===== src/common/rvseed_pkg.sv =====
package rvseed_pkg;

    localparam int XLEN           = 64;
    localparam int INST_WIDTH     = 32;
    localparam int REG_ADDR_WIDTH = 5;
    localparam int APB_ADDR_WIDTH = 12;
    localparam int APB_DATA_WIDTH = 32;

    // major opcodes, inst[6:0]
    typedef enum logic [6:0] {
        OP_R      = 7'b0110011,
        OP_IMM    = 7'b0010011,
        OP_BRANCH = 7'b1100011,
        OP_JAL    = 7'b1101111,
        OP_JALR   = 7'b1100111,
        OP_LUI    = 7'b0110111,
        OP_AUIPC  = 7'b0010111,
        OP_SYSTEM = 7'b1110011
    } opcode_e;

    localparam logic [2:0] F3_ADD_SUB = 3'b000;  // add, sub, addi, jalr
    localparam logic [2:0] F3_BNE     = 3'b001;
    localparam logic [6:0] F7_ADD     = 7'b0000000;
    localparam logic [6:0] F7_SUB     = 7'b0100000;
    localparam logic [INST_WIDTH-1:0] EBREAK_INST = 32'h0010_0073;

    typedef enum logic {
        ALU_ADD = 1'b0,
        ALU_SUB = 1'b1
    } alu_op_e;

    typedef enum logic [1:0] {
        SRC_REG     = 2'd0,  // rs1, rs2
        SRC_IMM     = 2'd1,  // rs1, imm
        SRC_IMM_PC  = 2'd2,  // pc, imm
        SRC_FOUR_PC = 2'd3   // pc, 4
    } alu_src_e;

    typedef enum logic [1:0] {
        IMM_I = 2'd0,
        IMM_B = 2'd1,
        IMM_J = 2'd2,
        IMM_U = 2'd3
    } imm_op_e;

    typedef struct packed {
        logic                      branch;
        logic                      jump;
        logic                      jalr;
        logic                      reg_wen;
        logic [REG_ADDR_WIDTH-1:0] reg_waddr;
        logic [REG_ADDR_WIDTH-1:0] reg1_raddr;
        logic [REG_ADDR_WIDTH-1:0] reg2_raddr;
        imm_op_e                   imm_op;
        alu_op_e                   alu_op;
        alu_src_e                  alu_src;
    } ctrl_t;

    typedef enum logic [1:0] {
        ST_IDLE = 2'd0,
        ST_RUN  = 2'd1,
        ST_HALT = 2'd2
    } run_state_e;

    // read back at ADDR_STATUS bits 2:0
    typedef struct packed {
        logic running;
        logic done;     // ebreak reached
        logic illegal;
    } status_t;

    localparam logic [APB_ADDR_WIDTH-1:0] ADDR_IMEM_BASE = 12'h000;
    localparam logic [APB_ADDR_WIDTH-1:0] ADDR_CTRL      = 12'h100;
    localparam logic [APB_ADDR_WIDTH-1:0] ADDR_STATUS    = 12'h104;
    localparam logic [APB_ADDR_WIDTH-1:0] ADDR_PC        = 12'h108;
    localparam logic [APB_ADDR_WIDTH-1:0] ADDR_REG_BASE  = 12'h200;

endpackage


===== src/design/imm_gen.sv =====
`timescale 1ns/1ps

module imm_gen import rvseed_pkg::*; (
    input  logic [INST_WIDTH-1:0] inst,
    input  imm_op_e               imm_op,
    output logic [XLEN-1:0]       imm
);

    logic [XLEN-1:0] imm_i;
    logic [XLEN-1:0] imm_b;
    logic [XLEN-1:0] imm_j;
    logic [XLEN-1:0] imm_u;

    assign imm_i = {{52{inst[31]}}, inst[31:20]};
    assign imm_b = {{51{inst[31]}}, inst[31], inst[7], inst[30:25], inst[11:8], 1'b0};
    assign imm_j = {{43{inst[31]}}, inst[31], inst[19:12], inst[20], inst[30:21], 1'b0};
    assign imm_u = {{32{inst[31]}}, inst[31:12], 12'b0};  // already shifted by 12

    always_comb begin
        case (imm_op)
            IMM_I:   imm = imm_i;
            IMM_B:   imm = imm_b;
            IMM_J:   imm = imm_j;
            IMM_U:   imm = imm_u;
            default: imm = imm_i;
        endcase
    end

endmodule


===== config.mk =====
export PLATFORM = sky130hd
export DESIGN_NAME = imm_gen
export DESIGN_NICKNAME = d
export VERILOG_FILES = /design/src/common/rvseed_pkg.sv /design/src/design/imm_gen.sv
export SDC_FILE = /design/constraint.sdc
export NUM_CORES = 1
export LEC_CHECK = 0
export BUFFER_PORTS_ARGS = -buffer_cell sky130_fd_sc_hd__buf_2
export CORE_MARGIN = 2
export CORE_UTILIZATION = 26
export DETAILED_ROUTE_END_ITERATION = 8
export PLACE_DENSITY_LB_ADDON = 0.1
export SLEW_MARGIN = 20
export SYNTH_ARGS = -nofsm -noshare
export SYNTH_HDL_FRONTEND = slang
export SYNTH_SLANG_ARGS = --single-unit

===== constraint.sdc =====
create_clock -name vclk -period 0.85
set_input_delay 0.17 -clock vclk [all_inputs]
set_output_delay 0.17 -clock vclk [all_outputs]
set_load 0.02 [all_outputs]

==> out/qor.txt <==
Run status - complete, but fails checks
Failing checks - setup timing
Pin count of the biggest net entering global routing - 18
Leading area contributor after synthesis - buf_4
Area Growth Syn to Fin - 162%
Worst Hold Launch - imm_op[0]
Post-layout util - 73.6%
Max Fanout on Critical Path - 8
Max-slew violation count - 0
Hold Slack - 0.636 ns
Crit path buffers/inverters - 2
Fmax - 967 MHz
WL final - 2370 um
WL/cell - 13.3 um
Critical path class - in2out
Crit. End Element - output port
Ports - 98
CP arrival - 0.86 ns
Mapped Nets - 117
Antenna viol nets, final - 0
Sequential-to-total area share from yosys stat - 0%
Slowest stage cell, crit path - and2b_2
Req. time, crit path - 0.68 ns
Crit path cell chain - buf_12, and2b_2, a22o_1, buf_6
Design area - 1470 um2
DP HPWL - 1420 um
Power share of the clock group - 0%
Most frequent cell after synthesis - buf_4
Max Cap Viol - 0
Worst setup SP type - input port
Initial antenna violation count - 0
Initial DRC Count - 9
Die area - 2550 um2
YS warnings - 0
Row count - 16
Cell Area, Synth - 562 um2
RSZ-0062 raised after global routing - yes
Share of post-route cells with drive strength above 1 - 74.2%
Placed insts - 170
Synthesized area per cell - 6.77 um2
Synth cell types - 16
Fin cells - 178
Final Hold Vio Count - 0
Port-buffer cells - 91
Global-route wire length before repair - 3190 um
Hold WC Path Type - in2out
Register area - 0 um2
Layout net count - 187
Final-layout clock buffer total - 0
Slew HR - 89.5%
Period utilization - 122%
Top delay family on crit path - simple AND/OR/NAND/NOR gates
Sw Ratio - 46.9%
Via density - 4.22
Main area contributors after synthesis - buf_4 45%, a21o_1 15%, nand2_1 11%
Final setup violation count - 57
Die Span Y - 50.5 um
Post-route worst setup slack - -0.184 ns
Post-synthesis instance total - 83
Pleak - 0.000838 uW
# diodes - 0
First-pass DRT Iterations - 4
Core ar. - 2000 um2
Die X - 50.5 um
Starting density of the core - 28.1%
Peak VDD IR - 0.453 mV
Vias in the first global route - 662
Fin crit period - 1.03 ns
GRT overflow - 0
DP Worst Slack - -0.282 ns
Sequential power share - 0%
Num sequential - 0
Crit-path max cell delay - 0.25 ns
Yosys top cell area share - 45.4%
RD Place Congestion - 0.664
DRC viols - 0
P_sw - 517 uW
Comb power frac - 100.0%
Top post-synthesis cells by count - 34 x buf_4, 16 x nand2_1, 11 x a21o_1
Pwr/cell area - 748 nW/um2
Internal Dissipation - 585 uW
Gr usage total - 15.7%
Placed cell areas - 841 um2
CP Launch Point - imm_op[1]
Routed via count - 751
Worst Max-Slew Pin Slew - 0.153 ns
[layer usage]
metal  vias up  part of all wire [%]  GRT usage [%]
met4         0                     0              0
met5         -                     0              0
met2        40                    60           33.3
li1        374                     -              -
met3         0                   6.7           1.19
met1       337                    33           17.6
[layout by cell type, fill, tap and decap left out, types with 3 or more instances in the layout]
| cell type | count |
|---|---|
| nor2b_1 | 6 |
| nand2_1 | 16 |
| buf_4 | 12 |
| buf_12 | 5 |
| buf_6 | 28 |
| buf_8 | 26 |
| buf_2 | 32 |
| a21o_1 | 11 |
| buf_16 | 3 |
| a22o_1 | 4 |
[logic make-up after synthesis]
| logic type | Yosys count | synth area share, % |
|---|---|---|
| simple gates | 26 | 22.7 |
| buf+inv | 39 | 51.7 |
| compound gates | 17 | 23.8 |
| mux | 1 | 1.78 |
[layout make-up]
cell class	instances	area (um2)
Fill cell	160	528
Multi-Input combinational cell	44	298
Timing Repair Buffer	106	1140
Tap cell	27	33.8
Inverter	1	3.75
[stage by stage]
stage / power, uW / TNS [ns]
floorplan: 520 / -1.41
global placement: 698 / -9.28
detailed placement: 700 / -10.07
CTS: 995 / -3.78
global route: 1150 / -7.53
finish: 1100 / -6.35
[power groups by stage]
stage	Clock, uW	Sequential (uW)	Combinational, uW
after detailed placement	0	0	700
after global routing	0	0	1150
after global placement	0	0	698
after CTS	0	0	995
final	0	0	1100
after floorplan	0	0	520
[path summary, 6_finish.rpt]
path	endpoint	depth (start not counted)
max	imm[1]	4
min	imm[0]	3
[what timing repair did]
action,4_1_cts,5_1_grt
endpoints found under the setup margin,57,64
gates resized for setup,117,38
gates cloned,4,0
hold buffers,0,0
buffers inserted,2,2
pin swaps,4,4
Power figures use the tool's default switching activity.
