===== src/common/rvseed_pkg.sv =====
package rvseed_pkg;

    localparam int XLEN           = 64;
    localparam int INST_WIDTH     = 32;
    localparam int REG_ADDR_WIDTH = 5;
    localparam int APB_ADDR_WIDTH = 12;
    localparam int APB_DATA_WIDTH = 32;

    // major opcodes, inst[6:0]
    typedef enum logic [6:0] {
        OP_R      = 7'b0110011,
        OP_IMM    = 7'b0010011,
        OP_BRANCH = 7'b1100011,
        OP_JAL    = 7'b1101111,
        OP_JALR   = 7'b1100111,
        OP_LUI    = 7'b0110111,
        OP_AUIPC  = 7'b0010111,
        OP_SYSTEM = 7'b1110011
    } opcode_e;

    localparam logic [2:0] F3_ADD_SUB = 3'b000;  // add, sub, addi, jalr
    localparam logic [2:0] F3_BNE     = 3'b001;
    localparam logic [6:0] F7_ADD     = 7'b0000000;
    localparam logic [6:0] F7_SUB     = 7'b0100000;
    localparam logic [INST_WIDTH-1:0] EBREAK_INST = 32'h0010_0073;

    typedef enum logic {
        ALU_ADD = 1'b0,
        ALU_SUB = 1'b1
    } alu_op_e;

    typedef enum logic [1:0] {
        SRC_REG     = 2'd0,  // rs1, rs2
        SRC_IMM     = 2'd1,  // rs1, imm
        SRC_IMM_PC  = 2'd2,  // pc, imm
        SRC_FOUR_PC = 2'd3   // pc, 4
    } alu_src_e;

    typedef enum logic [1:0] {
        IMM_I = 2'd0,
        IMM_B = 2'd1,
        IMM_J = 2'd2,
        IMM_U = 2'd3
    } imm_op_e;

    typedef struct packed {
        logic                      branch;
        logic                      jump;
        logic                      jalr;
        logic                      reg_wen;
        logic [REG_ADDR_WIDTH-1:0] reg_waddr;
        logic [REG_ADDR_WIDTH-1:0] reg1_raddr;
        logic [REG_ADDR_WIDTH-1:0] reg2_raddr;
        imm_op_e                   imm_op;
        alu_op_e                   alu_op;
        alu_src_e                  alu_src;
    } ctrl_t;

    typedef enum logic [1:0] {
        ST_IDLE = 2'd0,
        ST_RUN  = 2'd1,
        ST_HALT = 2'd2
    } run_state_e;

    // read back at ADDR_STATUS bits 2:0
    typedef struct packed {
        logic running;
        logic done;     // ebreak reached
        logic illegal;
    } status_t;

    localparam logic [APB_ADDR_WIDTH-1:0] ADDR_IMEM_BASE = 12'h000;
    localparam logic [APB_ADDR_WIDTH-1:0] ADDR_CTRL      = 12'h100;
    localparam logic [APB_ADDR_WIDTH-1:0] ADDR_STATUS    = 12'h104;
    localparam logic [APB_ADDR_WIDTH-1:0] ADDR_PC        = 12'h108;
    localparam logic [APB_ADDR_WIDTH-1:0] ADDR_REG_BASE  = 12'h200;

endpackage


===== src/design/alu.sv =====
`timescale 1ns/1ps

module alu import rvseed_pkg::*; (
    input  ctrl_t           ctl,
    input  logic [XLEN-1:0] rs1_data,
    input  logic [XLEN-1:0] rs2_data,
    input  logic [XLEN-1:0] imm,
    input  logic [XLEN-1:0] pc,
    output logic [XLEN-1:0] result,
    output logic            zero
);

    logic [XLEN-1:0] op_a;
    logic [XLEN-1:0] op_b;

    always_comb begin
        case (ctl.alu_src)
            SRC_REG:     begin op_a = rs1_data; op_b = rs2_data; end
            SRC_IMM:     begin op_a = rs1_data; op_b = imm;      end
            SRC_IMM_PC:  begin op_a = pc;       op_b = imm;      end
            SRC_FOUR_PC: begin op_a = pc;       op_b = XLEN'(4); end
            default:     begin op_a = rs1_data; op_b = rs2_data; end
        endcase
    end

    assign result = (ctl.alu_op == ALU_SUB) ? op_a - op_b : op_a + op_b;
    assign zero   = (result == '0);  // bne taken when low

endmodule


===== config.mk =====
export PLATFORM = sky130hd
export DESIGN_NAME = alu
export DESIGN_NICKNAME = d
export VERILOG_FILES = /design/src/common/rvseed_pkg.sv /design/src/design/alu.sv
export SDC_FILE = /design/constraint.sdc
export NUM_CORES = 1
export LEC_CHECK = 0
export BUFFER_PORTS_ARGS = -buffer_cell sky130_fd_sc_hd__buf_4
export CAP_MARGIN = 20
export CORE_AREA = 4 4 133 135
export DETAILED_ROUTE_END_ITERATION = 10
export DIE_AREA = 0 0 137 139
export PLACE_DENSITY_LB_ADDON = 0.2
export SYNTH_ARGS = -nofsm -noshare
export SYNTH_HDL_FRONTEND = slang
export SYNTH_SLANG_ARGS = --single-unit

===== constraint.sdc =====
create_clock -name vclk -period 15.86
set_input_delay 3.172 -clock vclk [all_inputs]
set_output_delay 3.172 -clock vclk [all_outputs]
set_load 0.02 [all_outputs]

==> summary.txt <==
Status
  – Status: finished clean

Placement
  – I/O Buffers: 324
  – HPWL Detailed: 29,300 um
  – Final GP Congestion: 1.04

Pwr
  – Switching part of the total: 60.9%
  – Pwr Density: 93.1 mW/mm2
  – Logic pwr share: 100.0%
  – Internal power: 0.368 mW
  – LEAKAGE: 4.35 nW
  – Switching Power: 0.574 mW
  – Peak VDD IR: 0.0682 mV
  – Sequential Power Share: 0%
  – Clock power share: 0%

Global route
  – Total global routing overflow: 0
  – Pin count of the biggest net entering global routing: 80
  – Vias in the first global route: 9,550
  – First-pass GRT wire length: 51,100 um
  – Gr usage total: 33.3%
  – Initial antenna violation count: 0

Yosys
  – Syn Inst Count: 1,148
  – Syn Nets: 1,496
  – Post-Syn Area per Cell: 6.63 um2
  – Synthesized cell area: 0.00761 mm2
  – Sequential share of the synthesized area: 0%
  – Netlist cell types: 77
  – Yosys warning total: 0

Flow run
  – Number of max-cap violations: 0

Routing
  – WL/cell: 21.1 um
  – Post-Route WL: 34,400 um
  – # DRC: 0
  – 1st-pass router iterations: 5
  – Final ANT Viol Nets: 0
  – DR vias/cell: 6.27
  – DRT iter0 DRCs: 1,007
  – Via count: 10,200

Timing
  – Worst slew pin tran: 0.838 ns
  – Setup tns final: 0 ns
  – Fin. Hold Viols: 0
  – RSZ-0062 raised after global routing: false
  – Final Setup Violations: 0
  – F_max: 68.5 MHz
  – Max Slew Vio Count: 0
  – Min cycle time layout: 14.60 ns
  – Final Cycle Share: 92.1%
  – Slew headroom: 43.5%

Die
  – Die Span X: 137 um
  – Starting Density: 46.2%
  – IO Count: 345
  – Row count: 47
  – Die H: 139 um
  – Placeable Area: 0.0165 mm2
  – Full die area: 0.0190 mm2

Finish
  – Layout cells sized above 1: 29.9%
  – Register area: 0 um2
  – Syn-to-layout area delta: 33.0%
  – Ant diodes: 0
  – FFs & Latches: 0
  – Clkbuf count: 0
  – Fillers: 1,610
  – Layout Nets: 1,760
  – Commonest cells after routing, fill and taps aside: buf_4, o21ai_0, a21oi_1
  – Commonest non-fill, non-tap cell in the layout: buf_4
  – Footprint of the multi-input gates: 0.00726 mm2
  – Final core occ: 61.5%

Critical path
  – CP Launch Type: input port
  – Crit-path max cell delay: 0.70 ns
  – CP endpoint kind: output port
  – CP max stage cell: o21ai_0
  – WP data required: 12.69 ns
  – Most frequent CP cell: buf_4
  – Worst Path Arrival: 11.43 ns
  – Crit-path max FO: 79
  – Crit path kind: in2out

Clock network
  – Postcts setup bufs: 0
  – Hold-fix buffers at CTS: 0
  – Post-CTS resize count: 0

Worst hold path
  – HP Start: imm[0]
  – Worst min path class: in2out
  – Hold Path Stages: 6
  – Hold endpoint: result[0]
cell usage after synthesis, types with 3 or more instances:
library cell	count	share of area [%]
a2111oi_0	3	0.35
a21o_1	11	1.1
a21oi_1	111	7.3
a221o_1	3	0.39
a221oi_1	7	0.81
a22o_1	6	0.69
a22oi_1	59	5.8
a31oi_1	25	2.1
and2_1	10	0.82
and3_1	14	1.2
buf_1	10	0.49
buf_2	13	0.86
clkbuf_1	46	2.3
ha_1	67	11
inv_1	25	1.2
mux2_2	64	9.5
mux2i_1	5	0.66
nand2_1	98	4.8
nand2b_1	8	0.66
nand3_1	15	0.99
nand4_1	26	2.1
nor2_1	99	4.9
nor2b_1	9	0.74
nor3_1	20	1.3
nor4_1	14	1.2
nor4_2	3	0.49
o2111ai_1	3	0.35
o211a_1	5	0.66
o211ai_1	6	0.59
o21a_1	14	1.4
o21ai_0	130	8.6
o21ai_1	16	1.1
o21bai_1	11	1.1
o31ai_1	8	0.79
or2_1	3	0.25
or3_1	4	0.33
or4_1	11	1.1
xnor2_1	45	5.2
xor2_1	70	8.1
power by group through the flow:
stage / sequential (mW) / combinational (mW) / clock (mW)
global route: 0 / 1.00 / 0
CTS: 0 / 0.927 / 0
finish: 0 / 0.943 / 0
floorplan: 0 / 0.585 / 0
detailed placement: 0 / 0.923 / 0
global placement: 0 / 0.918 / 0
how the worst max path moves through the flow:
stage                     startpoint    to  slack (ns)  cells past startpoint
final                         ctl[0]  zero        1.26                     28
after global routing          ctl[0]  zero        0.80                     28
after CTS                     ctl[0]  zero        1.45                     28
after detailed placement      ctl[0]  zero        1.47                     28
after global placement        ctl[0]  zero        1.54                     28
after floorplan               ctl[0]  zero        2.43                     31
kinds of logic after synthesis:
logic type	count (synthesis)	share of synthesized area [%]
AO/OA/AOI/OAI	450	37.5
AND/OR/NAND/NOR	351	23.0
XOR/XNOR	115	13.2
buffers and inverters	95	4.90
multiplexers	69	10.1
adder cells (fa/ha/maj)	68	11.3
stage by stage:
step | area, um2 | std cells | hold slack, ns | setup WS (ns) | power [mW]
floorplan | 7610 | 1148 | 6.67 | 2.43 | 0.585
global placement | 10100 | 1630 | 6.91 | 1.54 | 0.918
detailed placement | 10100 | 1630 | 6.92 | 1.47 | 0.923
CTS | 10100 | 1630 | 6.92 | 1.45 | 0.927
global route | 10100 | 1630 | 6.95 | 0.796 | 1.00
finish | 10100 | 1630 | 6.91 | 1.26 | 0.943
cell type report:
type,instances,area share [%]
Inverter,26,0.964
Multi-Input combinational cell,1053,71.8
Timing Repair Buffer,331,24.6
Tap cell,220,2.72
worst max-delay path: cells and delay by family:
kind                     cells  cell delay, ns
buffers and inverters        4            0.59
multiplexers                 1            0.19
AO/OA/AOI/OAI                5            1.44
AND/OR/NAND/NOR             14            4.52
XOR/XNOR                     1            0.19
adder cells (fa/ha/maj)      3            1.29
per-layer routing:
metal | wire, um | global-route usage (%) | part of all wire [%] | vias up
li1 | - | - | - | 4871
met1 | 14000 | 43.9 | 41 | 4708
met2 | 16300 | 57.8 | 47 | 583
met3 | 3260 | 4.39 | 9.5 | 56
met4 | 842 | 6.57 | 2.4 | 0
met5 | 0 | 0 | 0 | -
Note: power is estimated with default switching activity, not from simulation.
