<file path="src/common/rvseed_pkg.sv">
package rvseed_pkg;

    localparam int XLEN           = 64;
    localparam int INST_WIDTH     = 32;
    localparam int REG_ADDR_WIDTH = 5;
    localparam int APB_ADDR_WIDTH = 12;
    localparam int APB_DATA_WIDTH = 32;

    // major opcodes, inst[6:0]
    typedef enum logic [6:0] {
        OP_R      = 7'b0110011,
        OP_IMM    = 7'b0010011,
        OP_BRANCH = 7'b1100011,
        OP_JAL    = 7'b1101111,
        OP_JALR   = 7'b1100111,
        OP_LUI    = 7'b0110111,
        OP_AUIPC  = 7'b0010111,
        OP_SYSTEM = 7'b1110011
    } opcode_e;

    localparam logic [2:0] F3_ADD_SUB = 3'b000;  // add, sub, addi, jalr
    localparam logic [2:0] F3_BNE     = 3'b001;
    localparam logic [6:0] F7_ADD     = 7'b0000000;
    localparam logic [6:0] F7_SUB     = 7'b0100000;
    localparam logic [INST_WIDTH-1:0] EBREAK_INST = 32'h0010_0073;

    typedef enum logic {
        ALU_ADD = 1'b0,
        ALU_SUB = 1'b1
    } alu_op_e;

    typedef enum logic [1:0] {
        SRC_REG     = 2'd0,  // rs1, rs2
        SRC_IMM     = 2'd1,  // rs1, imm
        SRC_IMM_PC  = 2'd2,  // pc, imm
        SRC_FOUR_PC = 2'd3   // pc, 4
    } alu_src_e;

    typedef enum logic [1:0] {
        IMM_I = 2'd0,
        IMM_B = 2'd1,
        IMM_J = 2'd2,
        IMM_U = 2'd3
    } imm_op_e;

    typedef struct packed {
        logic                      branch;
        logic                      jump;
        logic                      jalr;
        logic                      reg_wen;
        logic [REG_ADDR_WIDTH-1:0] reg_waddr;
        logic [REG_ADDR_WIDTH-1:0] reg1_raddr;
        logic [REG_ADDR_WIDTH-1:0] reg2_raddr;
        imm_op_e                   imm_op;
        alu_op_e                   alu_op;
        alu_src_e                  alu_src;
    } ctrl_t;

    typedef enum logic [1:0] {
        ST_IDLE = 2'd0,
        ST_RUN  = 2'd1,
        ST_HALT = 2'd2
    } run_state_e;

    // read back at ADDR_STATUS bits 2:0
    typedef struct packed {
        logic running;
        logic done;     // ebreak reached
        logic illegal;
    } status_t;

    localparam logic [APB_ADDR_WIDTH-1:0] ADDR_IMEM_BASE = 12'h000;
    localparam logic [APB_ADDR_WIDTH-1:0] ADDR_CTRL      = 12'h100;
    localparam logic [APB_ADDR_WIDTH-1:0] ADDR_STATUS    = 12'h104;
    localparam logic [APB_ADDR_WIDTH-1:0] ADDR_PC        = 12'h108;
    localparam logic [APB_ADDR_WIDTH-1:0] ADDR_REG_BASE  = 12'h200;

endpackage

</file>
<file path="src/design/imem.sv">
`timescale 1ns/1ps

module imem import rvseed_pkg::*; #(
    parameter int IMEM_WORDS = 64
) (
    input  logic                          clk,
    input  logic                          wen,
    input  logic [$clog2(IMEM_WORDS)-1:0] waddr,
    input  logic [INST_WIDTH-1:0]         wdata,
    input  logic [XLEN-1:0]               pc,
    output logic [INST_WIDTH-1:0]         inst
);

    localparam int AW = $clog2(IMEM_WORDS);

    logic [INST_WIDTH-1:0] mem [IMEM_WORDS];

    always_ff @(posedge clk) begin
        if (wen) mem[waddr] <= wdata;  // host load port
    end

    assign inst = mem[pc[AW+1:2]];  // word index from byte pc

endmodule

</file>
<file path="config.mk">
export PLATFORM = sky130hd
export DESIGN_NAME = imem
export DESIGN_NICKNAME = d
export VERILOG_FILES = /design/src/common/rvseed_pkg.sv /design/src/design/imem.sv
export SDC_FILE = /design/constraint.sdc
export NUM_CORES = 2
export LEC_CHECK = 0
export CAP_MARGIN = 20
export CORE_MARGIN = 2
export CORE_UTILIZATION = 27
export CTS_CLUSTER_SIZE = 25
export DETAILED_ROUTE_END_ITERATION = 16
export DONT_BUFFER_PORTS = 1
export GPL_TIMING_DRIVEN = 0
export PLACE_DENSITY_LB_ADDON = 0.12
export SLEW_MARGIN = 25
export SYNTH_ARGS = -nofsm -noshare
export SYNTH_HDL_FRONTEND = slang
export SYNTH_SLANG_ARGS = --single-unit
export TNS_END_PERCENT = 20
</file>
<file path="constraint.sdc">
create_clock -name clk -period 7.9 [get_ports clk]
set_clock_uncertainty 0.05 [all_clocks]
set_input_delay 2.37 -clock clk [delete_from_list [all_inputs] [get_ports clk]]
set_output_delay 2.37 -clock clk [all_outputs]
set_load 0.05 [all_outputs]
</file>
==> flow_summary_export.csv <==
group,metric,value,unit
clock_tree,root_buffer,"clkbuf_16",
floorplan,ioPinCount,136,
synth,synth_nets,3396,
synth,synth-compound-area-share,1.687,%
synth,ys_seq_elements,2048,
pwr,ir_worst_vdd,0.2103,mV
outcome,run_status,"complete, but fails checks",
worst_setup_path,cp_common_cell,"buf_2",
timing,hold_slack,1.518,ns
floorplan,core_area,287400,um^2
floorplan,die_w,541.1,um
timing,period_minus_slack,7.941,ns
clock_tree,cts_tree,"done",
synth,synth_top_family_by_area,"multiplexers",
worst_setup_path,cp-startpoint,"pc[4]",
clock_tree,numCtsBuffers,234,
clock_tree,clock_sinks,2048,
synth,synth-simple-area-share,1.276,%
worst_setup_path,crit_slowest_cell,"buf_2",
grt,grt_max_degree,65,
clock_tree,cts-htree-levels,4,
detailed_routing,viasPerCell,4.982,
synth,synthMuxAreaShare,16.93,%
timing,rsz0062_at_grt,"yes",
worst_setup_path,end_kind,"primary output",
grt,antenna_found_initial,23,
floorplan,initial_core_util,27.10,%
synth,synth_area_per_cell,23.66,um^2
floorplan,die_h,541.1,um
detailed_routing,drc_errors,0,
timing,worst_pin_slew,1.124,ns
timing,hold_violations,0,
worst_setup_path,crit_arrival,5.52,ns
detailed_routing,wire_per_inst,37.81,um
worst_setup_path,crit_cells,6,
synth,syn_area,77870,um^2
worst_setup_path,crit_chain,"clkbuf_1, buf_2, buf_2, mux4_2, o22ai_2, nor2_4",
final_layout,syn_to_final_growth,22.37,%
timing,relSlewSlack,25.08,%
floorplan,std_cell_rows,197,
detailed_routing,dr.pass1.iters,5,
final_layout,fin_nets,3819,
timing,setup_viol,4,
floorplan,die_area,292700,um^2
detailed_routing,num_vias,38289,
final_layout,top_register,"mem",
synth,synth_cells,3292,
final_layout,seq_area,61500,um^2
worst_setup_path,cp_num_buf_inv,3,
worst_hold_path,hp-start,"wdata[13]",
worst_setup_path,critPathRequiredTime,5.48,ns
placement,portBuffers,0,
detailed_routing,antenna_left,0,
synth,synth.yosys.seq_area_share,78.97,%
synth,synthAdderAreaFrac,0,%
synth,synthXorXnorAreaFrac,0,%
grt,grt_pass1_vias,38607,
worst_setup_path,critPathMaxStageDelay,0.72,ns
outcome,failed_checks,"setup timing",
timing,finalWorstSetupSlack,-0.04076,ns
final_layout,largest_register_ffs,2048,
synth,yosys_warnings,0,
worst_setup_path,path_class,"in2out",
clock_tree,clockBufferDepth,4,
clock_tree,holdBufCountCts,0,
final_layout,multi_input_area,16450,um^2
pwr,power.total,0.02368,W
worst_setup_path,cp_top_family,"buffers and inverters",
timing,finalCritPeriodShare,100.5,%
pwr,p_per_area,248.5,nW/um^2
timing,slew_violations,0,
pwr,p_leak,29.23,nW
synth,synthDistinctLibCells,33,
timing,fmax,125.9,MHz
final_layout,final_layout_size_suffix_gt1_share,34.15,%
grt,grt_usage,19.66,%
detailed_routing,drt_iter0_markers,4751,
job,cap_violations,0,
worst_setup_path,cp-start-kind,"input pin",
worst_hold_path,hold_depth,0,
grt,grt_pass1_wl,381400,um
placement,dp_hpwl,196600,um
placement,gp_congestion,0.7899,
final_layout,reg_top3,"mem (2048)",
grt,grt_overflow,0,
final_layout,fillerInstances,26891,
clock_tree,clk_pin_slew,0.06,ns
worst_hold_path,min_path_type,"in2reg",
detailed_routing,wirelength,290600,um
worst_setup_path,critical_path.max_fanout,10,
## cell families after synthesis
| group | count (synthesis) |
|---|---|
| muxes | 637 |
| buffers and inverters | 182 |
| DFF | 2048 |
| and+or+nand+nor | 223 |
| AOI/OAI and AO/OA | 202 |
## placed cells by master (no fill, tap or decap), drive strengths merged, types with 4 or more instances in the layout
master,count
nand3,5
edfxtp,2048
o32ai,4
o221ai,27
nand2b,8
o22ai,84
mux2i,93
a41o,4
a22oi,12
a311oi,8
bufinv,15
mux4,544
nor2,137
clkbuf,373
and3,4
nor3,7
clkinv,101
clkinvlp,5
a21oi,62
inv,8
nand2,26
diode,8
nor2b,15
buf,283
nand3b,5
or3b,5
## power by group
part | switching, W | internal, W
combinational | 0.000868 | 0.000448
clock | 0.00442 | 0.00591
sequential | 0.0000148 | 0.0120
total | 0.00530 | 0.0184
## synthesized netlist by cell type (all sizes together)
library cell / count / share of area (%)
a21oi: 62 / 0.40
nand4: 2 / 0.016
or3: 3 / 0.024
nand3: 5 / 0.032
and3: 4 / 0.032
o22ai: 84 / 0.67
nor2b: 15 / 0.12
nand2: 26 / 0.13
mux4: 544 / 16
nand2b: 8 / 0.064
mux2i: 93 / 1.2
o32ai: 4 / 0.045
buf: 108 / 0.78
clkbuf: 74 / 0.36
nand3b: 5 / 0.048
a41o: 4 / 0.051
nor2: 137 / 0.66
and2: 2 / 0.016
a22oi: 12 / 0.12
a31oi: 1 / 0.0080
a311oi: 8 / 0.090
or3b: 5 / 0.056
edfxtp: 2048 / 79
nand4b: 1 / 0.011
or2: 3 / 0.024
o221ai: 27 / 0.30
nor3: 7 / 0.045
## cell type report
type,count,share of cell area (%)
Antenna cell,8,0.02101
Buffer,180,1.096
Clock buffer,289,6.384
Clock inverter,129,1.061
Multi-Input combinational cell,1062,17.26
Sequential cell,2048,64.54
Tap cell,3781,4.964
Timing Repair Buffer,189,4.674
## worst paths after layout
| check | endpoint | slack, ns |
|---|---|---|
| min | mem[54][13]$_DFFE_PP_ | 1.52 |
| max | inst[10] | -0.04 |
## through the flow
stage	worst slack (ns)	cell area [um^2]	TNS, ns	std cells	util, %
final	-0.04076	95290	-0.1505	7686	33.16
after global routing	-0.03617	95280	-0.03962	7681	33.15
after CTS	-0.1535	95180	-1.510	7678	33.12
after detailed placement	-1.777	87640	-29.59	7257	30.49
after global placement	-2.382	82610	-492.12	7073	28.74
after floorplan	0.7510	77870	0	3292	-
## repair_timing
action / in CTS / in global routing
endpoints found under the setup margin: 30 / 21
buffers inserted: 5 / 0
gates resized for setup: 109 / 21
pin swaps: 3 / 1
## layer usage
| metal | share of wire (%) | track usage, % |
|---|---|---|
| met2 | 48 | 32.03 |
| met5 | 0 | 0 |
| met4 | 3.5 | 6.398 |
| met3 | 5.6 | 3.438 |
| met1 | 43 | 26.59 |
(Power assumes the default switching activity.)
