==> src/common/rvseed_pkg.sv <==
package rvseed_pkg;

    localparam int XLEN           = 64;
    localparam int INST_WIDTH     = 32;
    localparam int REG_ADDR_WIDTH = 5;
    localparam int APB_ADDR_WIDTH = 12;
    localparam int APB_DATA_WIDTH = 32;

    // major opcodes, inst[6:0]
    typedef enum logic [6:0] {
        OP_R      = 7'b0110011,
        OP_IMM    = 7'b0010011,
        OP_BRANCH = 7'b1100011,
        OP_JAL    = 7'b1101111,
        OP_JALR   = 7'b1100111,
        OP_LUI    = 7'b0110111,
        OP_AUIPC  = 7'b0010111,
        OP_SYSTEM = 7'b1110011
    } opcode_e;

    localparam logic [2:0] F3_ADD_SUB = 3'b000;  // add, sub, addi, jalr
    localparam logic [2:0] F3_BNE     = 3'b001;
    localparam logic [6:0] F7_ADD     = 7'b0000000;
    localparam logic [6:0] F7_SUB     = 7'b0100000;
    localparam logic [INST_WIDTH-1:0] EBREAK_INST = 32'h0010_0073;

    typedef enum logic {
        ALU_ADD = 1'b0,
        ALU_SUB = 1'b1
    } alu_op_e;

    typedef enum logic [1:0] {
        SRC_REG     = 2'd0,  // rs1, rs2
        SRC_IMM     = 2'd1,  // rs1, imm
        SRC_IMM_PC  = 2'd2,  // pc, imm
        SRC_FOUR_PC = 2'd3   // pc, 4
    } alu_src_e;

    typedef enum logic [1:0] {
        IMM_I = 2'd0,
        IMM_B = 2'd1,
        IMM_J = 2'd2,
        IMM_U = 2'd3
    } imm_op_e;

    typedef struct packed {
        logic                      branch;
        logic                      jump;
        logic                      jalr;
        logic                      reg_wen;
        logic [REG_ADDR_WIDTH-1:0] reg_waddr;
        logic [REG_ADDR_WIDTH-1:0] reg1_raddr;
        logic [REG_ADDR_WIDTH-1:0] reg2_raddr;
        imm_op_e                   imm_op;
        alu_op_e                   alu_op;
        alu_src_e                  alu_src;
    } ctrl_t;

    typedef enum logic [1:0] {
        ST_IDLE = 2'd0,
        ST_RUN  = 2'd1,
        ST_HALT = 2'd2
    } run_state_e;

    // read back at ADDR_STATUS bits 2:0
    typedef struct packed {
        logic running;
        logic done;     // ebreak reached
        logic illegal;
    } status_t;

    localparam logic [APB_ADDR_WIDTH-1:0] ADDR_IMEM_BASE = 12'h000;
    localparam logic [APB_ADDR_WIDTH-1:0] ADDR_CTRL      = 12'h100;
    localparam logic [APB_ADDR_WIDTH-1:0] ADDR_STATUS    = 12'h104;
    localparam logic [APB_ADDR_WIDTH-1:0] ADDR_PC        = 12'h108;
    localparam logic [APB_ADDR_WIDTH-1:0] ADDR_REG_BASE  = 12'h200;

endpackage

==> src/design/ctrl.sv <==
`timescale 1ns/1ps

module ctrl import rvseed_pkg::*; (
    input  logic [INST_WIDTH-1:0] inst,
    output ctrl_t                 ctl,
    output logic                  illegal,
    output logic                  ebreak
);

    opcode_e                   opcode;
    logic [2:0]                funct3;
    logic [6:0]                funct7;
    logic [REG_ADDR_WIDTH-1:0] rd;
    logic [REG_ADDR_WIDTH-1:0] rs1;
    logic [REG_ADDR_WIDTH-1:0] rs2;

    assign opcode = opcode_e'(inst[6:0]);
    assign funct3 = inst[14:12];
    assign funct7 = inst[31:25];
    assign rd     = inst[11:7];
    assign rs1    = inst[19:15];
    assign rs2    = inst[24:20];

    always_comb begin
        ctl         = '0;
        ctl.imm_op  = IMM_I;
        ctl.alu_op  = ALU_ADD;
        ctl.alu_src = SRC_REG;
        illegal     = 1'b0;
        ebreak      = 1'b0;
        case (opcode)
            OP_R: begin
                ctl.reg_wen    = 1'b1;
                ctl.reg_waddr  = rd;
                ctl.reg1_raddr = rs1;
                ctl.reg2_raddr = rs2;
                ctl.alu_src    = SRC_REG;
                if (funct3 == F3_ADD_SUB && funct7 == F7_ADD) begin
                    ctl.alu_op = ALU_ADD;
                end else if (funct3 == F3_ADD_SUB && funct7 == F7_SUB) begin
                    ctl.alu_op = ALU_SUB;
                end else begin
                    illegal = 1'b1;
                end
            end
            OP_IMM: begin
                ctl.reg_wen    = 1'b1;
                ctl.reg_waddr  = rd;
                ctl.reg1_raddr = rs1;
                ctl.imm_op     = IMM_I;
                ctl.alu_src    = SRC_IMM;
                if (funct3 != F3_ADD_SUB) illegal = 1'b1;  // addi only
            end
            OP_BRANCH: begin
                ctl.reg1_raddr = rs1;
                ctl.reg2_raddr = rs2;
                ctl.imm_op     = IMM_B;
                ctl.alu_op     = ALU_SUB;  // zero result means equal
                ctl.alu_src    = SRC_REG;
                if (funct3 == F3_BNE) begin
                    ctl.branch = 1'b1;
                end else begin
                    illegal = 1'b1;
                end
            end
            OP_JAL: begin
                ctl.jump      = 1'b1;
                ctl.reg_wen   = 1'b1;
                ctl.reg_waddr = rd;
                ctl.imm_op    = IMM_J;
                ctl.alu_src   = SRC_FOUR_PC;  // link value
            end
            OP_JALR: begin
                ctl.reg1_raddr = rs1;
                ctl.imm_op     = IMM_I;
                ctl.alu_src    = SRC_FOUR_PC;
                if (funct3 == F3_ADD_SUB) begin
                    ctl.jump      = 1'b1;
                    ctl.jalr      = 1'b1;
                    ctl.reg_wen   = 1'b1;
                    ctl.reg_waddr = rd;
                end else begin
                    illegal = 1'b1;
                end
            end
            OP_LUI: begin
                ctl.reg_wen    = 1'b1;
                ctl.reg_waddr  = rd;
                ctl.reg1_raddr = '0;  // x0 + imm
                ctl.imm_op     = IMM_U;
                ctl.alu_src    = SRC_IMM;
            end
            OP_AUIPC: begin
                ctl.reg_wen   = 1'b1;
                ctl.reg_waddr = rd;
                ctl.imm_op    = IMM_U;
                ctl.alu_src   = SRC_IMM_PC;
            end
            OP_SYSTEM: begin
                if (inst == EBREAK_INST) begin
                    ebreak = 1'b1;
                end else begin
                    illegal = 1'b1;  // no csr or ecall support
                end
            end
            default: illegal = 1'b1;
        endcase
    end

endmodule

==> config.mk <==
export PLATFORM = sky130hd
export DESIGN_NAME = ctrl
export DESIGN_NICKNAME = d
export VERILOG_FILES = /design/src/common/rvseed_pkg.sv /design/src/design/ctrl.sv
export SDC_FILE = /design/constraint.sdc
export NUM_CORES = 1
export LEC_CHECK = 0
export BUFFER_PORTS_ARGS = -buffer_cell sky130_fd_sc_hd__buf_2
export CAP_MARGIN = 0
export CORE_MARGIN = 1
export CORE_UTILIZATION = 37
export DETAILED_ROUTE_END_ITERATION = 6
export PLACE_DENSITY = 0.95
export SLEW_MARGIN = 20
export SYNTH_ARGS = -nofsm -noshare
export SYNTH_HDL_FRONTEND = slang
export SYNTH_SLANG_ARGS = --single-unit
==> constraint.sdc <==
create_clock -name vclk -period 1.25
set_input_delay 0.0625 -clock vclk [all_inputs]
set_output_delay 0.0625 -clock vclk [all_outputs]
set_load 0.05 [all_outputs]
==> results.tsv, run 1 <==
metric	value	unit
status	finished with violations	
violations	negative setup slack	
globalplace.congestion	1.07	
crit_path_end_kind	output port	
antenna_found_initial	0	
synth_area_leader_cell	and2_1	
grt_max_degree	10	
setup_viol	14	
hp-class	primary input to output port	
whs	0.508	ns
post-route-util	90.8	%
crit_family	simple AND/OR/NAND/NOR gates	
initial_utilization	40.3	%
seqCellArea	0	sq um
setup_ws	-0.0540	ns
area_growth	125	%
yosys_warnings	0	
worstPathRequired	1.19	ns
critPathKind	primary input to output port	
die_x	39.9	microns
routed_wl	3480	microns
p_leak	0.580	nW
synth_fp_nets	112	
slowest_delay	0.30	ns
fmax	767	MHz
peakVddDrop	0.180	mV
wire_per_inst	20.6	microns
busiest_layer	met2	
grt_pass1_vias	855	
use_met3	3.41	%
rsz0062_at_grt	true	
drc_errors	0	
avgViaCountPerCell	6.24	
ios	58	
use_met1	30.7	%
synth_top_area_share	18.9	%
p_comb_share	100.0	%
via_count	1054	
path_buf_inv	2	
synth.distinct_cells	35	
drv_slew	0	
core_region_area	1320	sq um
finalCriticalPeriod	1.30	ns
grt_overflow	0	
switching_share	55.0	%
totalNegativeSetupSlack	-0.311	ns
grt_usage	29.9	%
die_area	1590	sq um
power.share.clock	0	%
io_buffers	58	
powerDensity	246	nW/um^2
path_max_fanout	7	
ant_nets	0	
slowest_stage	buf_2	
slew_headroom	79.6	%
internal_power	132	uW
n_clock_buffer	0	
cp-start-kind	primary input	
holdBufCountCts	0	
seq_cells	0	
max_slew.worst_pin.slew	0.303	ns
postCtsSetupBuffers	0	
arrival	1.24	ns
cp_cell_sequence	buf_2 > nand2_1 > nor2_1 > nand2_1 > nor2_1 > buf_2	
grtUsageMet2	61.3	%
die_h	39.9	microns
fp-row-count	13	
p_switching	162	uW
place_hpwl	1920	microns
syn_avg_cell_area	6.63	sq um
synth_cells	80	
final_hold_viol_count	0	
first_pass_iters	4	
power_frac_seq	0	%
grt_first_pass_wirelength	3390	microns
drt_iter0_markers	65	
nNetsFinal	188	
synth.area.top_cells	and2_1 19%, nor2_1 7.8%, and4bb_2 4.7%	
maxCapViolations	0	
netlist_area	531	sq um
drive_gt1_share	68.2	%
ys_seq_area_share	0	%
timing.final.crit_share	104	%
n_antenna_cell	0	
through the flow:
step / instances / worst slack (ns) / area (sq um) / total power [mW]
after detailed placement: 169 / -0.102 / 997 / 0.234
after CTS: 169 / -0.0532 / 1050 / 0.240
final: 169 / -0.0540 / 1200 / 0.294
after floorplan: 80 / -0.186 / 587 / 0.120
after global placement: 169 / -0.0773 / 997 / 0.223
after global routing: 169 / -0.220 / 1200 / 0.308
worst paths after layout:
path | startpoint | to | cells past startpoint
max | inst[5] | ctl[23] | 6
min | inst[10] | ctl[18] | 3
final cells by class:
| cell class | instances | area (sq um) |
|---|---|---|
| timing repair buffer | 77 | 559 |
| inverter | 2 | 7.51 |
| multi-input combinational | 75 | 611 |
| tap | 15 | 18.8 |
| fill | 49 | 121 |
synthesized netlist by cell type:
cell type,n
and3_2,1
and4b_1,1
o31ai_1,1
nand3b_1,2
and4bb_2,2
o21ai_1,1
nor3_1,3
buf_2,1
nor2_1,11
nand4b_1,1
nor4b_1,2
nand3_1,2
nand2_1,6
xnor2_1,1
nor4_1,3
nand2b_1,1
and4b_4,1
a21oi_4,1
o22ai_2,1
xor2_1,1
and3_1,1
o21ai_0,3
or3b_1,1
and2_1,16
a211oi_2,1
a21oi_1,4
o21ai_2,1
o211ai_2,1
nor2b_1,1
nand4_1,1
nor3b_2,1
buf_6,2
and4_1,1
o21a_1,1
inv_1,2
cell families after synthesis:
| group | count (synthesis) | share of synthesized area [%] |
|---|---|---|
| xor+xnor | 2 | 3.30 |
| simple gates | 58 | 67.9 |
| compound gates | 15 | 22.2 |
| buf+inv | 5 | 6.60 |
power groups by stage:
| stage | combinational [mW] | sequential [mW] | clock, mW |
|---|---|---|---|
| after floorplan | 0.120 | 0 | 0 |
| final | 0.294 | 0 | 0 |
| after detailed placement | 0.234 | 0 | 0 |
| after global placement | 0.223 | 0 | 0 |
| after CTS | 0.240 | 0 | 0 |
| after global routing | 0.308 | 0 | 0 |
cell usage in the layout, fill, tap and decap left out, types with 2 or more instances in the layout:
cell      netlist  layout
a21oi_1         4       3
and2_1         16      10
and2_4          0       5
and4bb_2        2       2
buf_2           1      36
buf_4           0      23
buf_6           2       7
buf_8           0       6
clkbuf_4        0       5
inv_1           2       2
nand2_1         6       6
nand3_1         2       2
nand3b_1        2       2
nor2_1         11      11
nor3_4          0       2
nor4_1          3       2
nor4b_2         0       2
o21ai_1         1       2
o21ai_2         1       2
tightest hold or removal path: stages:
cell	delay, ns
buf_2	0.10
and2_4	0.15
buf_8	0.14
what timing repair did:
action | CTS | global route
endpoints found under the hold margin | 0 | 0
setup endpoints to repair | 17 | 20
pin swaps | 0 | 12
cloned | 0 | 0
gates resized for setup | 17 | 43
routing by layer:
layer,up-vias,routed length [microns]
li1,440,-
met1,464,1200
met2,116,1700
met3,34,368
met4,0,216
met5,-,0
Power figures use the tool's default switching activity.
==> run 2, diff against run 1 <==
- CELL_PAD_IN_SITES_DETAIL_PLACEMENT: default -> 0
- CELL_PAD_IN_SITES_GLOBAL_PLACEMENT: default -> 1
- CORE_ASPECT_RATIO: default -> 1.75
- CORE_UTILIZATION: 37 -> 22
- PLACE_DENSITY: 0.95 -> 0.94
- REMOVE_ABC_BUFFERS: default -> 1
- clock period: 1.25 -> 1.2 ns (I/O delays scaled with it)
==> results.tsv, run 2 (synthesis results as in run 1) <==
metric	value	unit	change
avgViaCountPerCell	4.92		-21%
finalCriticalPeriod	1.24	ns	
final_cell_mix	35 x buf_2, 25 x buf_4, 12 x buf_6, 11 x nor2_1, 10 x and2_4		
slowest_stage	and4b_4		
core_region_area	2270	sq um	+73%
n_antenna_cell	0		unchanged
first_pass_iters	3		-1
grt_usage	16.8	%	-13 points
power	277	uW	-5.8%
ant_nets	0		unchanged
io_buffers	58		unchanged
area_growth	124	%	
totalNegativeSetupSlack	-0.151	ns	+0.160 ns
worstPathRequired	1.14	ns	-0.05 ns
setup_ws	-0.0364	ns	+0.0176 ns
grt_first_pass_wirelength	3280	microns	-3.4%
crit_path_end_kind	output port		
routed_wl	2250	microns	-35%
drt_iter0_markers	14		-78%
fp-row-count	23		+10
peakVddDrop	0.0871	mV	-52%
path_max_fanout	8		+1
critPathKind	primary input to output port		
arrival	1.18	ns	-0.06 ns
die_h	67.0	microns	+68%
path_buf_inv	2		unchanged
drc_errors	0		unchanged
violations	negative setup slack		
initial_utilization	23.3	%	-17 points
max_slew.worst_pin.slew	0.258	ns	-0.0447 ns
nNetsFinal	188		unchanged
grt_pass1_vias	834		-2.5%
hp-class	primary input to output port		
antenna_found_initial	0		unchanged
cp_cell_sequence	buf_8 > and4b_4 > o21ai_4 > a21oi_4 > and2_1 > buf_6		
postPlaceCellArea	952	sq um	-4.5%
crit_family	simple AND/OR/NAND/NOR gates		
grt_overflow	0		unchanged
via_count	881		-16%
mostFrequentLayoutCell	buf_2		
drv_slew	0		unchanged
ios	58		unchanged
slew_headroom	82.6	%	+3.0 points
final_hold_viol_count	0		unchanged
globalplace.congestion	0.838		-21%
slowest_delay	0.37	ns	+0.07 ns
place_hpwl	1790	microns	-6.5%
seqCellArea	0	sq um	unchanged
wire_per_inst	12.6	microns	-39%
n_clock_buffer	0		unchanged
setup_viol	7		-7
status	finished with violations		
pre_cts_slack	-0.116	ns	-0.0141 ns
die_x	39.1	microns	-1.9%
grt_max_degree	9		-1
maxCapViolations	0		unchanged
powerDensity	233	nW/um^2	-5.2%
rsz0062_at_grt	true		
die_area	2620	sq um	+65%
p_leak	0.576	nW	-0.72%
seq_cells	0		unchanged
cp-start-kind	primary input		
final_cell_area	1190	sq um	-0.63%
drive_gt1_share	70.1	%	+1.9 points
holdBufCountCts	0		unchanged
timing.final.crit_share	103	%	
fmax	809	MHz	
[run 2: worst paths after layout]
| check | start | end | slack (ns) | depth (start not counted) |
|---|---|---|---|---|
| worst max-delay path | inst[4] | ctl[16] | -0.04 | 6 |
| worst min-delay path | inst[10] | ctl[18] | 0.48 | 3 |
[run 2: layout make-up]
type | instances | area (sq um)
tap | 25 | 31.3
fill | 213 | 1080
multi-input combinational | 75 | 577
timing repair buffer | 77 | 573
inverter | 2 | 7.51
[run 2: repair_timing]
action	CTS	global route
buffers inserted	1	1
gates resized for setup	32	43
setup endpoints to repair	16	22
pin swaps	5	9
[run 2: routing by layer]
layer | wire length (microns) | vias to the layer above | share of wire, % | global-route usage (%)
li1 | - | 440 | - | -
met1 | 782 | 397 | 35 | 16.4
met2 | 1290 | 41 | 57 | 35.2
met3 | 137 | 3 | 6.1 | 0.667
met4 | 42 | 0 | 1.9 | 3.02
met5 | 0 | - | 0 | 0
[run 2: stage by stage]
step	hold slack, ns	instances	utilization (%)
after floorplan	0.311	77	-
after global placement	0.542	177	41.9
after detailed placement	0.535	177	41.9
after CTS	0.485	178	46.8
after global routing	0.488	179	52.3
final	0.476	179	52.3
[run 2: report_power, final]
group | leakage [nW] | internal (mW) | switching [mW] | total (mW)
registers | 0 | 0 | 0 | 0
logic | 0.576 | 0.139 | 0.138 | 0.277
clock network | 0 | 0 | 0 | 0
