[src/common/rvseed_pkg.sv]
package rvseed_pkg;

    localparam int XLEN           = 64;
    localparam int INST_WIDTH     = 32;
    localparam int REG_ADDR_WIDTH = 5;
    localparam int APB_ADDR_WIDTH = 12;
    localparam int APB_DATA_WIDTH = 32;

    // major opcodes, inst[6:0]
    typedef enum logic [6:0] {
        OP_R      = 7'b0110011,
        OP_IMM    = 7'b0010011,
        OP_BRANCH = 7'b1100011,
        OP_JAL    = 7'b1101111,
        OP_JALR   = 7'b1100111,
        OP_LUI    = 7'b0110111,
        OP_AUIPC  = 7'b0010111,
        OP_SYSTEM = 7'b1110011
    } opcode_e;

    localparam logic [2:0] F3_ADD_SUB = 3'b000;  // add, sub, addi, jalr
    localparam logic [2:0] F3_BNE     = 3'b001;
    localparam logic [6:0] F7_ADD     = 7'b0000000;
    localparam logic [6:0] F7_SUB     = 7'b0100000;
    localparam logic [INST_WIDTH-1:0] EBREAK_INST = 32'h0010_0073;

    typedef enum logic {
        ALU_ADD = 1'b0,
        ALU_SUB = 1'b1
    } alu_op_e;

    typedef enum logic [1:0] {
        SRC_REG     = 2'd0,  // rs1, rs2
        SRC_IMM     = 2'd1,  // rs1, imm
        SRC_IMM_PC  = 2'd2,  // pc, imm
        SRC_FOUR_PC = 2'd3   // pc, 4
    } alu_src_e;

    typedef enum logic [1:0] {
        IMM_I = 2'd0,
        IMM_B = 2'd1,
        IMM_J = 2'd2,
        IMM_U = 2'd3
    } imm_op_e;

    typedef struct packed {
        logic                      branch;
        logic                      jump;
        logic                      jalr;
        logic                      reg_wen;
        logic [REG_ADDR_WIDTH-1:0] reg_waddr;
        logic [REG_ADDR_WIDTH-1:0] reg1_raddr;
        logic [REG_ADDR_WIDTH-1:0] reg2_raddr;
        imm_op_e                   imm_op;
        alu_op_e                   alu_op;
        alu_src_e                  alu_src;
    } ctrl_t;

    typedef enum logic [1:0] {
        ST_IDLE = 2'd0,
        ST_RUN  = 2'd1,
        ST_HALT = 2'd2
    } run_state_e;

    // read back at ADDR_STATUS bits 2:0
    typedef struct packed {
        logic running;
        logic done;     // ebreak reached
        logic illegal;
    } status_t;

    localparam logic [APB_ADDR_WIDTH-1:0] ADDR_IMEM_BASE = 12'h000;
    localparam logic [APB_ADDR_WIDTH-1:0] ADDR_CTRL      = 12'h100;
    localparam logic [APB_ADDR_WIDTH-1:0] ADDR_STATUS    = 12'h104;
    localparam logic [APB_ADDR_WIDTH-1:0] ADDR_PC        = 12'h108;
    localparam logic [APB_ADDR_WIDTH-1:0] ADDR_REG_BASE  = 12'h200;

endpackage

[src/design/pc_unit.sv]
`timescale 1ns/1ps

module pc_unit import rvseed_pkg::*; #(
    parameter int IMEM_WORDS = 64
) (
    input  logic            clk,
    input  logic            rst,
    input  logic            start,
    input  ctrl_t           ctl,
    input  logic            illegal,
    input  logic            ebreak,
    input  logic            zero,
    input  logic [XLEN-1:0] imm,
    input  logic [XLEN-1:0] rs1_data,
    output logic [XLEN-1:0] pc,
    output logic            wb_en,
    output status_t         status
);

    localparam int PC_BITS = $clog2(IMEM_WORDS) + 2;  // byte address bits of imem

    run_state_e      state;
    logic            done_q;
    logic            illegal_q;
    logic            running;
    logic            halt;
    logic [XLEN-1:0] jalr_sum;
    logic [XLEN-1:0] target;
    logic [XLEN-1:0] pc_next;

    assign running  = (state == ST_RUN);
    assign halt     = illegal | ebreak;
    assign wb_en    = running & ctl.reg_wen & ~halt;
    assign jalr_sum = rs1_data + imm;

    always_comb begin
        if (ctl.jalr) begin
            target = {jalr_sum[XLEN-1:1], 1'b0};
        end else if (ctl.jump || (ctl.branch && !zero)) begin
            target = pc + imm;
        end else begin
            target = pc + XLEN'(4);
        end
    end

    assign pc_next = XLEN'(target[PC_BITS-1:0]);  // wrap inside imem

    always_ff @(posedge clk) begin
        if (rst) begin
            state     <= ST_IDLE;
            pc        <= '0;
            done_q    <= 1'b0;
            illegal_q <= 1'b0;
        end else if (start) begin
            state     <= ST_RUN;
            pc        <= '0;
            done_q    <= 1'b0;
            illegal_q <= 1'b0;
        end else if (running) begin
            if (halt) begin
                state     <= ST_HALT;  // pc keeps the halting instruction
                done_q    <= ebreak;
                illegal_q <= illegal;
            end else begin
                pc <= pc_next;
            end
        end
    end

    assign status.running = running;
    assign status.done    = done_q;
    assign status.illegal = illegal_q;

endmodule

[config.mk]
export PLATFORM = sky130hd
export DESIGN_NAME = pc_unit
export DESIGN_NICKNAME = d
export VERILOG_FILES = /design/src/common/rvseed_pkg.sv /design/src/design/pc_unit.sv
export SDC_FILE = /design/constraint.sdc
export NUM_CORES = 1
export LEC_CHECK = 0
export ABC_AREA = 1
export BUFFER_PORTS_ARGS = -buffer_cell sky130_fd_sc_hd__buf_2
export CAP_MARGIN = 20
export CELL_PAD_IN_SITES_DETAIL_PLACEMENT = 2
export CELL_PAD_IN_SITES_GLOBAL_PLACEMENT = 2
export CORE_ASPECT_RATIO = 2
export CORE_UTILIZATION = 12
export DETAILED_ROUTE_END_ITERATION = 7
export PLACE_DENSITY_LB_ADDON = 0.1
export SYNTH_ARGS = -nofsm -noshare
export SYNTH_HDL_FRONTEND = slang
export SYNTH_SLANG_ARGS = --single-unit
[constraint.sdc]
create_clock -name clk -period 1.8 [get_ports clk]
set_clock_uncertainty 0.1 [all_clocks]
set_input_delay 0.54 -clock clk [delete_from_list [all_inputs] [get_ports clk]]
set_output_delay 0.54 -clock clk [all_outputs]
set_load 0.01 [all_outputs]
==> flow_metrics.tcl, run 1 <==
set metrics [dict create \
    status "finished, final reports clean" \
    gp_congestion 0.701 \
    grt_start_max_net_pins 12 \
    die_h_um 175 \
    cts_tree "built" \
    hold_class "register to register" \
    num_vias 1864 \
    synth-warning-count 0 \
    cts_root_buf "clkbuf_16" \
    synth-seq-cells 12 \
    core_um2 14400 \
    port_buffers 37 \
    path_clk_slew_ns 0.04 \
    r2r_start "pc[0]" \
    synth_area_um2 1790 \
    netlist.area_leader.share_pct 25.2 \
    synth_area_leader_cell "buf_4" \
    start_kind "input port" \
    cts_max_level 1 \
    r2r_end "pc[4]" \
    use_met3_pct 0.661 \
    dp.cells 540 \
    maxCapViolCount 0 \
    ys_top_cells_by_count "60 x buf_4, 59 x nand2_1, 32 x inv_1" \
    drcViolationCount 0 \
    cp-endpoint "pc[4]" \
    cp.arrival_ns 1.84 \
    worstSetupStartpoint "imm[0]" \
    crit_path_max_fanout 2 \
    start_util_pct 12.4 \
    grt.met2_usage_pct 20.1 \
    async_reset_ff_share_pct 0 \
    dp_hpwl_um 6160 \
    area_growth_pct 46.3 \
    cts_buffers 3 \
    yosysUniqueCellTypes 28 \
    rsz0062_at_grt "yes" \
    ir_worst_vdd_v 0.000169 \
    grt-ovfl-total 0 \
    drive_above_1_share_pct 38.4 \
    worst_r2r_path_depth 10 \
    finalHoldViolCount 0 \
    grt_antenna_before_repair 0 \
    period_share_pct 98.5 \
    yosysSeqAreaShare_pct 13.4 \
    via_per_inst 3.41 \
    finalSetupViolCount 0 \
    grt_pass1_wl_um 10300 \
    wl_per_cell_um 12.6 \
    dr.pass1.iters 3 \
    die_x_um 88.3 \
    nFillCells 1797 \
    rows 62 \
    fin_crit_ns 1.77 \
    antenna_left 0 \
    grt_pass1_vias 1962 \
    antenna_cells 0 \
    grt_use_met1_pct 8.09 \
    clock_sinks 12 \
    top_usage_layer "met2" \
    synth_area_leaders "buf_4 25%, dfxtp_1 13%, nand2_1 12%" \
    r2r_slack_ns 0.08 \
    synth.most_common_cell "buf_4" \
    drt_wl_total_um 6890 \
    synthCells 274 \
    power_density_nw_per_um2 437 \
    clk_latency_ns 0.24 \
    synth-main-ff-cell "dfxtp_1" \
    crit_type "input port to register" \
    dieArea_um2 15400 \
    final_nets 530 \
    grtUsageTotal_pct 9.07 \
    clockBufferDepth 2 \
    worst_setup_path_end_kind "register" \
    drv_slew 0 \
    drt_iter0_markers 17 \
    layout.cells.non_filler 546 \
    syn_area_per_cell_um2 6.53 \
    fmax_mhz 564 \
    cts_hold_buf 0 \
    io_pins 226 \
    p_leak_uw 0.00132 \
    fin_tns_setup_ns 0 \
    required_ns 1.87 \
    synth_edf_count 0 \
]
layout make-up:
| class | count | area, um^2 | area share (%) |
|---|---|---|---|
| Inverter | 37 | 141 | 5.41 |
| Timing Repair Buffer | 83 | 556 | 21.2 |
| Multi-Input combinational cell | 219 | 1360 | 52.1 |
| Sequential cell | 12 | 240 | 9.19 |
| Tap cell | 192 | 240 | 9.19 |
| Clock buffer | 3 | 75.1 | 2.87 |
worst min-delay path by stage:
stage / endpoint / cells after the start / start / slack (ns)
3_3_place_gp: done_q / 2 / done_q / 0.35
4_1_cts: done_q / 2 / done_q / 0.36
3_5_place_dp: done_q / 2 / done_q / 0.35
5_1_grt: state[0] / 2 / rst / 0.38
2_1_floorplan: state[1] / 2 / state[1] / 0.34
6_report: illegal_q / 2 / illegal_q / 0.35
registers in the layout (all words and copies together) (netlist names):
register	count
pc	8
illegal_q	1
done_q	1
state	2
per-layer routing:
layer	up-vias	wire length, um
li1	920	-
met1	878	2180
met2	64	4410
met3	2	254
met4	0	49
met5	-	0
repair_timing:
action / 4_1_cts / 5_1_grt
endpoints found under the setup margin: 4 / 6
pin swaps: 6 / 11
gates resized for setup: 16 / 26
gates cloned: 0 / 0
setup buffers: 0 / 3
layout by cell type (no fill, tap or decap), types with 4 or more instances in the layout:
master	n
nand2_2	10
ha_1	5
buf_4	45
nor2_1	13
o21ai_0	7
xnor2_1	4
nand3_2	9
inv_2	7
ha_4	9
dfxtp_1	12
buf_2	35
a21oi_2	4
nand3_1	16
a21oi_1	15
inv_1	29
conb_1	56
nand2_1	49
metrics by stage:
step           hold WS (ns)  cell area [um^2]  setup WS (ns)  total power (uW)  util (%)
3_5_place_dp          0.354              2300         -0.398               700      15.9
2_1_floorplan         0.335              2000         0.0158               601         -
3_3_place_gp          0.349              2300         -0.367               694      15.9
5_1_grt               0.378              2620        -0.0489              1230      18.1
4_1_cts               0.362              2460        -0.0211              1140      17.0
6_report              0.354              2620         0.0261              1140      18.1
worst max-delay path: stages:
cell and delay (ns):
buf_8 0.10, ha_4 0.16, fa_2 0.34, nand2_2 0.09
nand2_2 0.06, nand2_1 0.08, xnor2_1 0.12, nand2_1 0.10
nand2_1 0.08, nand2_1 0.05, a21oi_1 0.13
report_power, final:
part	switching [uW]	internal [uW]	total [uW]	leakage [uW]
Sequential	5.63	273	279	0.0000974
Clock	115	290	405	0.0000370
Combinational	267	192	460	0.00118
logic make-up (layout without fill, tap and decap cells):
family | after synthesis | after routing | synth area share [%]
AND/OR/NAND/NOR | 107 | 107 | 26.7
buffers and inverters | 98 | 123 | 33.7
AO/OA/AOI/OAI | 36 | 36 | 12.0
adder cells (fa/ha/maj) | 16 | 16 | 12.0
flip-flops | 12 | 12 | 13.4
XOR/XNOR | 4 | 4 | 1.96
other | 1 | 56 | 0.210
No activity file was read; power rests on OpenSTA's default activity.
==> inputs of run 2 (changes only) <==
--- a/config.mk
+++ b/config.mk
@@ -10,7 +10,7 @@
 export CAP_MARGIN = 20
 export CELL_PAD_IN_SITES_DETAIL_PLACEMENT = 2
 export CELL_PAD_IN_SITES_GLOBAL_PLACEMENT = 2
-export CORE_ASPECT_RATIO = 2
+export CORE_ASPECT_RATIO = 0.8
 export CORE_UTILIZATION = 12
 export DETAILED_ROUTE_END_ITERATION = 7
 export PLACE_DENSITY_LB_ADDON = 0.1
==> flow_metrics.tcl, run 2 (synthesis gave the netlist of run 1 again) <==
set metrics [dict create \
    rows 39 \
    grt_pass1_vias 1832 \
    worst_slack_ns 0.0490 \
    final_cell_mix "56 x conb_1, 52 x nand2_1, 35 x buf_2" \
    nFillCells 1746 \
    drt_wl_total_um 6090 \
    p_int_uw 766 \
    path_clk_slew_ns 0.05 \
    finalHoldViolCount 0 \
    cpPeakStageDelay_ns 0.35 \
    clk_latency_ns 0.25 \
    port_buffers 37 \
    switching_share_pct 33.7 \
    dp_hpwl_um 5380 \
    finalSetupViolCount 0 \
    crit_path_max_fanout 2 \
    die_x_um 138 \
    io_pins 226 \
    dp.cells 516 \
    r2r_end "pc[4]" \
    reg_top3 "pc (8), state (2)" \
    grt_start_max_net_pins 12 \
    cp.depth 11 \
    clockBufferDepth 2 \
    grt_antenna_before_repair 0 \
    min_to "illegal_q" \
    num_vias 1784 \
    drcViolationCount 10 \
    fin_crit_ns 1.75 \
    layout.cells.non_filler 523 \
    clock_sinks 12 \
    wl_per_cell_um 11.6 \
    hold_ws_ns 0.365 \
    r2r_slack_ns 0.11 \
    cts_hold_buf 0 \
    fmax_mhz 571 \
    dpl_cell_area_um2 2170 \
    largest_register_ffs 8 \
    drive_above_1_share_pct 31.9 \
    antenna_left 0 \
    crit_type "input port to register" \
    top_register "pc" \
    worstHoldPathCells 2 \
    final_nets 514 \
    hp-start "illegal_q" \
    start_kind "input port" \
    crit_family "adder cells" \
    combPwrFrac_pct 34.9 \
    p_leak_uw 0.00125 \
    grtUsageTotal_pct 8.15 \
    worst_r2r_path_depth 10 \
    cp.arrival_ns 1.83 \
    dr.pass1.iters 6 \
    worstPathCellList "buf_8 > ha_4 > fa_2 > nand2_2 > nand2_2 > nand2_2 > xnor2_2 > nand2_1 > nand2_1 > nand2_1 > a21oi_2" \
    power_density_nw_per_um2 483 \
    cts_buffers 3 \
    cts_max_level 1 \
    clock_power_share_pct 41.1 \
    grt-ovfl-total 0 \
    start_util_pct 12.4 \
    final_common_cell "conb_1" \
    critPathBufInv 1 \
    cts_tree "built" \
    cts_root_buf "clkbuf_16" \
    r2r_start "pc[0]" \
    fin_tns_setup_ns 0 \
    required_ns 1.88 \
    drv_slew 0 \
    drt_iter0_markers 34 \
    violations "DRC" \
    status "finished with violations" \
    post-place-ws_ns -0.338 \
    via_per_inst 3.41 \
    dieArea_um2 15400 \
    p_seq_share_pct 24.0 \
    critical_path.slowest_cell "fa_2" \
    grt_pass1_wl_um 9700 \
    die_h_um 111 \
    ir_worst_vdd_v 0.000257 \
    worst_setup_path_end_kind "register" \
    antenna_cells 0 \
    area_growth_pct 33.7 \
    maxCapViolCount 0 \
    gp_congestion 0.651 \
    core_um2 14400 \
    netSwitchingPower_uw 389 \
    rsz0062_at_grt "yes" \
    hold_class "register to register" \
    period_share_pct 97.3 \
    final_area_um2 2390 \
]
[run 2: changes by cell type in the layout (fill, tap and decap cells not counted), moves of 2 or more]
cell and delta:
o21ai_1 +2, nand3_1 +3, nand3_2 -2, nand2_1 +3, buf_4 -15, nand2_2 -3
ha_1 +7, ha_4 -7, o21ai_0 -2
[run 2: final cells by class]
type | instances | area, um^2 | area share (%)
clock buffer | 4 | 88.8 | 3.72
inverter | 37 | 141 | 5.92
multi-input combinational | 219 | 1250 | 52.5
sequential | 12 | 240 | 10.1
tap | 184 | 230 | 9.63
timing repair buffer | 67 | 435 | 18.2
[run 2: routing by layer]
layer / vias to the layer above / wire, um / global-route usage (%)
li1: 896 / - / -
met1: 842 / 3200 / 11.6
met2: 46 / 2640 / 12.7
met3: 0 / 256 / 2.20
met4: 0 / 0 / 0.449
met5: - / 0 / 0
[run 2: worst max-delay path by stage]
stage / from / endpoint / slack, ns
finish: imm[0] / pc[4] / 0.05
global route: imm[4] / pc[7] / -0.07
CTS: imm[0] / pc[6] / 0.002
detailed placement: imm[0] / pc[6] / -0.34
global placement: imm[0] / pc[6] / -0.32
floorplan: imm[0] / pc[6] / 0.02
[run 2: through the flow]
| stage | utilization (%) | total power (uW) |
|---|---|---|
| after floorplan | - | 601 |
| after CTS | 16.0 | 1180 |
| after global placement | 15.1 | 659 |
| final | 16.6 | 1150 |
| after detailed placement | 15.1 | 664 |
| after global routing | 16.6 | 1260 |
[run 2: worst reg2reg max path: stages (launching register included)]
cell	delay [ns]
dfxtp_1	0.32
ha_4	0.17
fa_2	0.35
nand2_2	0.08
nand2_2	0.08
nand2_2	0.09
xnor2_2	0.11
nand2_1	0.07
nand2_1	0.06
nand2_1	0.06
a21oi_2	0.13
[run 2: power by group through the flow]
stage          Sequential (uW)  Combinational [uW]  Clock, uW
5_1_grt                    277                 461        522
2_1_floorplan              284                 317          0
3_3_place_gp               282                 377          0
6_report                   277                 403        474
4_1_cts                    277                 398        503
3_5_place_dp               282                 382          0
[run 2: timing repair]
item                                    4_1_cts  5_1_grt
buffers inserted                              0        3
endpoints found under the setup margin        6        6
pin swaps                                     4        4
gates resized for setup                      12       17
